===== config.mk =====
export PLATFORM = sky130hd
export DESIGN_NAME = int_exec_core
export DESIGN_NICKNAME = d
export VERILOG_FILES = /design/src/core_pkg.sv /design/src/isa_pkg.sv /design/src/int_exec_core.sv /design/src/reg_file_wb.sv /design/src/alu_stage.sv /design/src/instr_decoder.sv
export VERILOG_INCLUDE_DIRS = /design/src
export SDC_FILE = /design/constraint.sdc
export NUM_CORES = 2
export LEC_CHECK = 0
export BUFFER_PORTS_ARGS = -buffer_cell sky130_fd_sc_hd__buf_2
export CAP_MARGIN = 20
export CORE_ASPECT_RATIO = 0.7
export CORE_MARGIN = 10
export CORE_UTILIZATION = 58
export CTS_BUF_LIST = sky130_fd_sc_hd__clkbuf_16
export CTS_CLUSTER_DIAMETER = 80
export DETAILED_ROUTE_END_ITERATION = 7
export PLACE_DENSITY = 0.8
export SLEW_MARGIN = 20
export SYNTH_ARGS = -nofsm -noshare
export SYNTH_HDL_FRONTEND = slang
export SYNTH_HIERARCHICAL = 1
export SYNTH_SLANG_ARGS = --single-unit

===== constraint.sdc =====
create_clock -name clk -period 5.09 [get_ports clk]
set_input_delay 0.509 -clock clk [delete_from_list [all_inputs] [get_ports clk]]
set_output_delay 0.509 -clock clk [all_outputs]
set_load 0.01 [all_outputs]

===== src/core_cfg.svh =====
`ifndef CORE_CFG_SVH
`define CORE_CFG_SVH

// datapath width
`define XLEN 32

// general purpose registers
`define NREGS 32

// register index width
`define REG_AW 5

// shift amount field width
`define SHAMT_W 5

`endif

===== src/core_pkg.sv =====
`include "core_cfg.svh"

package core_pkg;

    typedef logic [`XLEN-1:0]   word_t;
    typedef logic [`REG_AW-1:0] reg_addr_t;

    typedef enum logic [3:0] {
        ALU_ADD, ALU_ADDU, ALU_SUB, ALU_SUBU,
        ALU_SLT, ALU_SLTU, ALU_AND, ALU_OR,
        ALU_XOR, ALU_NOR, ALU_SLL, ALU_SRL,
        ALU_SRA, ALU_LUI
    } alu_func_e;

    typedef struct packed {
        logic ri;
        logic ov;
    } exc_t;

    typedef struct packed {
        alu_func_e              alufunc;
        logic                   regwrite;
        logic                   trap_ov;
        logic                   use_imm;
        logic                   zeroext;
        logic                   shamt_valid;
        logic                   ri;
        reg_addr_t              destreg;
        logic [`SHAMT_W-1:0]    shamt;
        logic [15:0]            imm16;
    } dec_ctl_t;

    // decode to execute
    typedef struct packed {
        logic       valid;
        dec_ctl_t   ctl;
        word_t      srca;
        word_t      srcb;
    } ex_req_t;

    // execute to result, regwrite already dropped on overflow
    typedef struct packed {
        logic       valid;
        logic       regwrite;
        reg_addr_t  destreg;
        word_t      data;
        exc_t       exc;
    } wb_req_t;

    typedef struct packed {
        logic       valid;
        reg_addr_t  destreg;
        word_t      data;
    } bypass_t;

endpackage


===== src/isa_pkg.sv =====
`include "core_cfg.svh"

package isa_pkg;

    // major opcodes kept by the core
    typedef enum logic [5:0] {
        OP_SPECIAL = 6'b000000,
        OP_ADDI    = 6'b001000,
        OP_ADDIU   = 6'b001001,
        OP_SLTI    = 6'b001010,
        OP_SLTIU   = 6'b001011,
        OP_ANDI    = 6'b001100,
        OP_ORI     = 6'b001101,
        OP_XORI    = 6'b001110,
        OP_LUI     = 6'b001111
    } opcode_e;

    // funct codes under SPECIAL
    typedef enum logic [5:0] {
        F_SLL  = 6'b000000,
        F_SRL  = 6'b000010,
        F_SRA  = 6'b000011,
        F_SLLV = 6'b000100,
        F_SRLV = 6'b000110,
        F_SRAV = 6'b000111,
        F_ADD  = 6'b100000,
        F_ADDU = 6'b100001,
        F_SUB  = 6'b100010,
        F_SUBU = 6'b100011,
        F_AND  = 6'b100100,
        F_OR   = 6'b100101,
        F_XOR  = 6'b100110,
        F_NOR  = 6'b100111,
        F_SLT  = 6'b101010,
        F_SLTU = 6'b101011
    } funct_e;

    typedef struct packed {
        opcode_e                opcode;
        logic [`REG_AW-1:0]     rs;
        logic [`REG_AW-1:0]     rt;
        logic [`REG_AW-1:0]     rd;
        logic [`SHAMT_W-1:0]    shamt;
        funct_e                 funct;
    } r_fmt_t;

    typedef struct packed {
        opcode_e                opcode;
        logic [`REG_AW-1:0]     rs;
        logic [`REG_AW-1:0]     rt;
        logic [15:0]            imm16;
    } i_fmt_t;

    // same word, two field layouts
    typedef union packed {
        r_fmt_t r;
        i_fmt_t i;
    } instr_u;

endpackage


===== src/int_exec_core.sv =====
`timescale 1ns/1ps

module int_exec_core (
    input  logic                clk,
    input  logic                rst_n,
    input  logic                instr_valid,
    input  isa_pkg::instr_u     instr,
    output logic                wb_valid,
    output core_pkg::reg_addr_t wb_reg,
    output core_pkg::word_t     wb_data,
    output logic                exc_valid,
    output core_pkg::exc_t      exc
);
    import core_pkg::*;

    ex_req_t   ex_req;
    wb_req_t   wb_req;
    bypass_t   ex_fwd;
    bypass_t   wb_fwd;
    reg_addr_t raddr_a;
    reg_addr_t raddr_b;
    word_t     rdata_a;
    word_t     rdata_b;

    instr_decoder i_dec (
        .clk, .rst_n, .instr_valid, .instr, .rdata_a, .rdata_b,
        .ex_fwd, .wb_fwd, .raddr_a, .raddr_b, .ex_req
    );

    alu_stage i_alu (
        .clk, .rst_n, .ex_req, .ex_fwd, .wb_req
    );

    reg_file_wb i_rf (
        .clk, .rst_n, .wb_req, .raddr_a, .raddr_b, .rdata_a, .rdata_b,
        .wb_fwd, .wb_valid, .wb_reg, .wb_data, .exc_valid, .exc
    );

endmodule


===== src/reg_file_wb.sv =====
`timescale 1ns/1ps
`include "core_cfg.svh"

module reg_file_wb (
    input  logic                clk,
    input  logic                rst_n,
    input  core_pkg::wb_req_t   wb_req,
    input  core_pkg::reg_addr_t raddr_a,
    input  core_pkg::reg_addr_t raddr_b,
    output core_pkg::word_t     rdata_a,
    output core_pkg::word_t     rdata_b,
    output core_pkg::bypass_t   wb_fwd,
    output logic                wb_valid,
    output core_pkg::reg_addr_t wb_reg,
    output core_pkg::word_t     wb_data,
    output logic                exc_valid,
    output core_pkg::exc_t      exc
);
    import core_pkg::*;

    word_t regs [`NREGS];
    logic  do_write;

    assign do_write = wb_req.valid && wb_req.regwrite && wb_req.destreg != '0;

    // r0 reads as zero
    assign rdata_a = (raddr_a == '0) ? '0 : regs[raddr_a];
    assign rdata_b = (raddr_b == '0) ? '0 : regs[raddr_b];

    assign wb_fwd = '{valid: do_write, destreg: wb_req.destreg, data: wb_req.data};

    // all registers start at zero
    always_ff @(posedge clk or negedge rst_n) begin
        if (!rst_n) begin
            for (int n = 0; n < `NREGS; n++) begin
                regs[n] <= '0;
            end
        end else if (do_write) begin
            regs[wb_req.destreg] <= wb_req.data;
        end
    end

    always_ff @(posedge clk or negedge rst_n) begin
        if (!rst_n) begin
            wb_valid <= 1'b0;
            exc_valid <= 1'b0;
            exc <= '0;
        end else begin
            wb_valid <= do_write;
            exc_valid <= wb_req.valid && (wb_req.exc.ri || wb_req.exc.ov);
            exc <= wb_req.exc;
        end
    end

    always_ff @(posedge clk) begin
        wb_reg <= wb_req.destreg;
        wb_data <= wb_req.data;
    end

endmodule


===== src/alu_stage.sv =====
`timescale 1ns/1ps
`include "core_cfg.svh"

module alu_stage (
    input  logic              clk,
    input  logic              rst_n,
    input  core_pkg::ex_req_t ex_req,
    output core_pkg::bypass_t ex_fwd,
    output core_pkg::wb_req_t wb_req
);
    import core_pkg::*;

    dec_ctl_t            ctl;
    word_t               a;
    word_t               b;
    word_t               sum;
    word_t               diff;
    word_t               result;
    logic [`SHAMT_W-1:0] sa;
    logic                ovf;
    logic                ov;
    logic                wr;
    logic                valid_q;
    logic                regwrite_q;
    reg_addr_t           destreg_q;
    word_t               data_q;
    exc_t                exc_q;

    assign ctl = ex_req.ctl;
    assign a   = ex_req.srca;

    always_comb begin
        if (!ctl.use_imm) begin
            b = ex_req.srcb;
        end else if (ctl.zeroext) begin
            b = {{(`XLEN-16){1'b0}}, ctl.imm16};
        end else begin
            b = {{(`XLEN-16){ctl.imm16[15]}}, ctl.imm16};
        end
    end

    assign sum  = a + b;
    assign diff = a - b;
    // variable shifts take rs[4:0]
    assign sa   = ctl.shamt_valid ? ctl.shamt : a[`SHAMT_W-1:0];

    always_comb begin
        case (ctl.alufunc)
            ALU_ADD, ALU_ADDU: result = sum;
            ALU_SUB, ALU_SUBU: result = diff;
            ALU_SLT:  result = {{(`XLEN-1){1'b0}}, $signed(a) < $signed(b)};
            ALU_SLTU: result = {{(`XLEN-1){1'b0}}, a < b};
            ALU_AND:  result = a & b;
            ALU_OR:   result = a | b;
            ALU_XOR:  result = a ^ b;
            ALU_NOR:  result = ~(a | b);
            ALU_SLL:  result = b << sa;
            ALU_SRL:  result = b >> sa;
            ALU_SRA:  result = $signed(b) >>> sa;
            ALU_LUI:  result = {ctl.imm16, {(`XLEN-16){1'b0}}};
            default:  result = '0;
        endcase
    end

    // signed overflow: operand signs vs result sign
    assign ovf = (ctl.alufunc == ALU_SUB) ?
                 (a[`XLEN-1] != b[`XLEN-1]) && (diff[`XLEN-1] != a[`XLEN-1]) :
                 (a[`XLEN-1] == b[`XLEN-1]) && (sum[`XLEN-1] != a[`XLEN-1]);
    assign ov  = ex_req.valid && ctl.trap_ov && ovf;
    assign wr  = ex_req.valid && ctl.regwrite && !ov;

    assign ex_fwd = '{valid: wr, destreg: ctl.destreg, data: result};

    always_ff @(posedge clk or negedge rst_n) begin
        if (!rst_n) begin
            valid_q <= 1'b0;
            regwrite_q <= 1'b0;
            destreg_q <= '0;
            exc_q <= '0;
        end else begin
            valid_q <= ex_req.valid;
            regwrite_q <= wr;
            destreg_q <= ctl.destreg;
            exc_q <= '{ri: ex_req.valid && ctl.ri, ov: ov};
        end
    end

    always_ff @(posedge clk) begin
        data_q <= result;
    end

    assign wb_req = '{valid: valid_q, regwrite: regwrite_q, destreg: destreg_q,
                      data: data_q, exc: exc_q};

endmodule


===== src/instr_decoder.sv =====
`timescale 1ns/1ps

module instr_decoder (
    input  logic                clk,
    input  logic                rst_n,
    input  logic                instr_valid,
    input  isa_pkg::instr_u     instr,
    input  core_pkg::word_t     rdata_a,
    input  core_pkg::word_t     rdata_b,
    input  core_pkg::bypass_t   ex_fwd,
    input  core_pkg::bypass_t   wb_fwd,
    output core_pkg::reg_addr_t raddr_a,
    output core_pkg::reg_addr_t raddr_b,
    output core_pkg::ex_req_t   ex_req
);
    import isa_pkg::*;
    import core_pkg::*;

    dec_ctl_t  ctl;
    reg_addr_t src_a;
    reg_addr_t src_b;
    logic      valid_q;
    dec_ctl_t  ctl_q;
    word_t     srca_q;
    word_t     srcb_q;

    // youngest producer wins, r0 never forwarded
    function automatic word_t resolve(input reg_addr_t addr, input word_t rdata,
                                      input bypass_t ex_f, input bypass_t wb_f);
        if (addr == '0) return '0;
        if (ex_f.valid && ex_f.destreg == addr) return ex_f.data;
        if (wb_f.valid && wb_f.destreg == addr) return wb_f.data;
        return rdata;
    endfunction

    always_comb begin
        ctl = '0;
        src_a = '0;
        src_b = '0;
        ctl.shamt = instr.r.shamt;
        ctl.imm16 = instr.i.imm16;
        if (instr_valid) begin
            ctl.regwrite = 1'b1;
            if (instr.i.opcode == OP_SPECIAL) begin
                src_a = instr.r.rs;
                src_b = instr.r.rt;
                ctl.destreg = instr.r.rd;
            end else begin
                src_a = instr.i.rs;
                ctl.destreg = instr.i.rt;
                ctl.use_imm = 1'b1;
            end
            case (instr.i.opcode)
                OP_SPECIAL: begin
                    case (instr.r.funct)
                        F_ADD: begin
                            ctl.alufunc = ALU_ADD;
                            ctl.trap_ov = 1'b1;
                        end
                        F_ADDU: ctl.alufunc = ALU_ADDU;
                        F_SUB: begin
                            ctl.alufunc = ALU_SUB;
                            ctl.trap_ov = 1'b1;
                        end
                        F_SUBU: ctl.alufunc = ALU_SUBU;
                        F_SLT:  ctl.alufunc = ALU_SLT;
                        F_SLTU: ctl.alufunc = ALU_SLTU;
                        F_AND:  ctl.alufunc = ALU_AND;
                        F_OR:   ctl.alufunc = ALU_OR;
                        F_XOR:  ctl.alufunc = ALU_XOR;
                        F_NOR:  ctl.alufunc = ALU_NOR;
                        F_SLLV: ctl.alufunc = ALU_SLL;
                        F_SRLV: ctl.alufunc = ALU_SRL;
                        F_SRAV: ctl.alufunc = ALU_SRA;
                        F_SLL, F_SRL, F_SRA: begin
                            // shift by the shamt field, rs unused
                            ctl.alufunc = (instr.r.funct == F_SLL) ? ALU_SLL :
                                          (instr.r.funct == F_SRL) ? ALU_SRL : ALU_SRA;
                            ctl.shamt_valid = 1'b1;
                            src_a = '0;
                        end
                        default: ctl.ri = 1'b1;
                    endcase
                end
                OP_ADDI: begin
                    ctl.alufunc = ALU_ADD;
                    ctl.trap_ov = 1'b1;
                end
                OP_ADDIU: ctl.alufunc = ALU_ADDU;
                OP_SLTI:  ctl.alufunc = ALU_SLT;
                OP_SLTIU: ctl.alufunc = ALU_SLTU;
                OP_ANDI, OP_ORI, OP_XORI: begin
                    ctl.alufunc = (instr.i.opcode == OP_ANDI) ? ALU_AND :
                                  (instr.i.opcode == OP_ORI)  ? ALU_OR : ALU_XOR;
                    ctl.zeroext = 1'b1;
                end
                OP_LUI: begin
                    ctl.alufunc = ALU_LUI;
                    src_a = '0;
                end
                default: ctl.ri = 1'b1;
            endcase
            // reserved: no sources, no destination
            if (ctl.ri) begin
                ctl.regwrite = 1'b0;
                ctl.destreg = '0;
                src_a = '0;
                src_b = '0;
            end
            if (ctl.regwrite && ctl.destreg == '0) begin
                ctl.regwrite = 1'b0;
            end
        end
    end

    assign raddr_a = src_a;
    assign raddr_b = src_b;

    always_ff @(posedge clk or negedge rst_n) begin
        if (!rst_n) begin
            valid_q <= 1'b0;
            ctl_q <= '0;
        end else begin
            valid_q <= instr_valid;
            ctl_q <= ctl;
        end
    end

    always_ff @(posedge clk) begin
        srca_q <= resolve(src_a, rdata_a, ex_fwd, wb_fwd);
        srcb_q <= resolve(src_b, rdata_b, ex_fwd, wb_fwd);
    end

    assign ex_req = '{valid: valid_q, ctl: ctl_q, srca: srca_q, srcb: srcb_q};

endmodule


==> run summary <==
die width: 441 um
reg2reg path depth: 18
worst-path maximum fanout: 11
Seq/Total Area, Yosys: 40.9%
vias in the first global route: 57600
Final Max Tran Viols: 0
post-synth top area share: 37.2%
Hold EP: i_dec/ex_req[88]$_DFF_PN0_
Clock Path Buffers: 3
pin count of the biggest net entering global routing: 170
Post-synth EDFFs: 0
clock latency on the worst-skew pair: 770 ps
hold path depth: 3
Pre-antenna DRT Iters: 8
largest family of logic cells by synthesized area: multiplexers
Clock Root Buffer: clkbuf_16
CP required: 5740 ps
Num CTS Buffers: 113
crit start category: flop
pwr/cell area: 245 nW/um2
Synth Net Count: 6041
Initial DRC Count: 9164
htree depth: 3
critical setup path kind: flop to flop
Routed WL: 281000 um
dominant cells by area after synthesis: dfrtp_1, mux2_2, mux4_2
Core Region: 122000 um2
worst path arrival time: 5810 ps
Worst-path clk slew: 70 ps
TritonCTS Sinks: 1202
Yosys cell types: 110
detailed placer's ending HPWL: 190000 um
ys async rst share: 88.9%
reg2reg end: i_dec/srca_q[27]$_SDFF_PN0_
Slew Limit Headroom: 10.1%
max cap viols: 0
mux share of post-synthesis cell area: 33.5%
die footprint: 139000 um2
maximum vdd drop: 0.291 mV
Compound-Gate Fraction of Synth Area: 11.6%
Yosys warnings: 6
final setup margin: -62.6 ps
Syn Std Cell Area: 71900 um2
Initial Util: 58.7%
CTS tree: built
Setup violations, final: 22
largest reg by FF count: i_rf/regs
placed cell area: 76200 um2
final core occ: 66.1%
vias: 58700
Chip Height: 315 um
Worst Hold Class: input port to flop
Routed WL per cell: 36.1 um
outcome: finished, violations left
Vias/cell: 7.54
Synth area leader: dfrtp_1
DRC violations left: 0
gate count of the mapped netlist: 5904
Net count, final: 6173
Setup Skew: 75.9 ps
final hold violation count: 0
reg2reg setup slack: -60 ps
ANT nets after route: 0
RSZ-0062 raised after global routing: yes
Port Buffers: 75
gr ovfl total: 0
Largest register FFs: 1024
failing checks: setup timing
ratio of cells with drive above 1 in the final layout: 42.3%
FP Rows: 107
Layout Area Growth over Synthesis: 12.6%
fill cell count: 8720
maximum clock rate: 194 MHz
Hold Startpoint: instr[19]
initial antenna violation count: 11
GP Congestion: 1.10
crit path time final: 5150 ps
Syn Area/Cell: 12.2 um2
Yosys reg bits: 1202
Synth Area in Simple Gates: 6.07%
static leakage power: 0.0351 uW
Final Cell Area: 80900 um2
Final period util: 101%
worst reg2reg path startpoint: i_dec/ex_req[93]$_DFF_PN0_
Worst Tran Pin Value: 1340 ps
adder-cell share of the synthesized area: 1.80%
prevailing post-synth register cell: dfrtp_1
first-pass GRT wire length: 402000 um
crit end category: flop
Ports: 76
XOR/XNOR Fraction of Synth Area: 0.439%
GRT Total Usage: 39.2%
==> where the power goes <==
group / internal, uW / switching (uW) / total, uW
clock: 4690 / 3970 / 8660
combinational: 442 / 984 / 1430
sequential: 9590 / 130 / 9720
==> cell usage after synthesis (all sizes together), types with 86 or more instances <==
cell type  count
mux2i        180
mux2        1071
inv          110
nor2         234
a211oi        98
o21ai        275
buf          386
mux4         450
clkbuf       290
a21oi        189
nand2        244
nor2b         86
a311oi       101
ha           100
dfxtp        133
dfrtp       1069
==> per-layer routing <==
layer  GRT usage [%]  routed length (um)  part of all wire [%]
met3            19.6               49500                    18
met1            55.2              109000                    39
met2            50.5              107000                    38
met5           0.666                 331                  0.12
met4            16.3               14700                   5.2
==> through the flow <==
step / total power, uW / setup TNS, ps / hold WS, ps / instances / setup slack [ps]
final: 19800 / -497 / 31.3 / 7781 / -62.6
after global routing: 20300 / -2780 / 21.0 / 7770 / -86.3
after CTS: 19700 / 0 / 6.22 / 7756 / 10.1
after detailed placement: 11200 / -9030 / 347 / 7529 / -330
after global placement: 11200 / -6340 / 338 / 7529 / -242
after floorplan: 10500 / 0 / 213 / 5904 / 348
==> worst max-delay path: stages (launching register included) <==
cell       delay (ps)
dfrtp_2           450
buf_12            170
buf_6             120
and3b_2           280
clkbuf_16         190
a21o_1            170
inv_2              60
ha_1              250
buf_4             150
buf_4             170
or4_1             630
nor3_4            210
o31ai_4           160
a2111oi_4         580
o22a_1            240
xor2_1            100
o221ai_1          610
nor3_1            130
a311oi_1          330
==> timing repair <==
item                       CTS  global route
hold endpoints to repair    83             0
gates resized for setup     18           118
cloned                       1             6
setup buffers                3             7
hold buffers                11             0
setup endpoints to repair   64            64
pin swaps                    8            26
==> cell type report <==
| type | count | area (um2) | share of cell area [%] |
|---|---|---|---|
| inverter | 111 | 434 | 0.537 |
| multi-input combinational | 3915 | 39400 | 48.7 |
| antenna | 13 | 32.5 | 0.0402 |
| clock buffer | 117 | 2930 | 3.62 |
| clock inverter | 95 | 782 | 0.966 |
| sequential | 1202 | 29400 | 36.4 |
| timing repair buffer | 693 | 5900 | 7.29 |
| tap | 1635 | 2050 | 2.53 |
==> logic make-up after synthesis <==
| kind of cell | Yosys count |
|---|---|
| DFF | 1202 |
| xor gates and xnor gates | 36 |
| AOI/OAI and AO/OA | 1193 |
| buffers and inverters | 787 |
| adders and majority gates | 102 |
| muxes | 1701 |
| and+or+nand+nor | 883 |
==> cell usage in the layout, fill, tap and decap left out, types with 32 or more instances in the layout <==
cell,synthesis,layout
a21oi_1,187,176
a311oi_1,101,88
nor3_1,83,78
clkbuf_16,0,123
a221oi_1,65,64
o21ai_1,115,132
nand2_1,244,236
nand3_1,41,37
o21ai_0,158,134
dfxtp_1,133,121
buf_4,111,535
a22oi_1,72,72
o31ai_1,48,47
nor2_1,228,196
mux2_2,1032,1031
clkinv_1,1,32
inv_1,104,120
o211ai_1,43,43
a211oi_1,96,96
mux2i_1,180,172
a31oi_1,59,57
dfrtp_1,1069,1068
ha_1,100,89
buf_2,208,74
nand4_1,73,73
nor2b_1,83,79
mux4_2,450,450
buf_12,0,54
==> how the worst max path moves through the flow <==
| stage | startpoint | end | slack, ps |
|---|---|---|---|
| after global routing | i_dec/ex_req[93]$_DFF_PN0_ | i_dec/srca_q[17]$_SDFF_PN0_ | -90 |
| final | i_dec/ex_req[93]$_DFF_PN0_ | i_dec/srca_q[27]$_SDFF_PN0_ | -60 |
| after CTS | i_dec/ex_req[93]$_DFF_PN0_ | i_dec/srca_q[13]$_SDFF_PN0_ | 10 |
| after detailed placement | i_dec/ex_req[93]$_DFF_PN0_ | i_dec/srca_q[27]$_SDFF_PN0_ | -330 |
| after global placement | i_dec/ex_req[93]$_DFF_PN0_ | i_dec/srca_q[13]$_SDFF_PN0_ | -240 |
| after floorplan | i_dec/ex_req[93]$_DFF_PN0_ | i_dec/srca_q[5]$_SDFF_PN0_ | 350 |
Note: power is estimated with default switching activity, not from simulation.
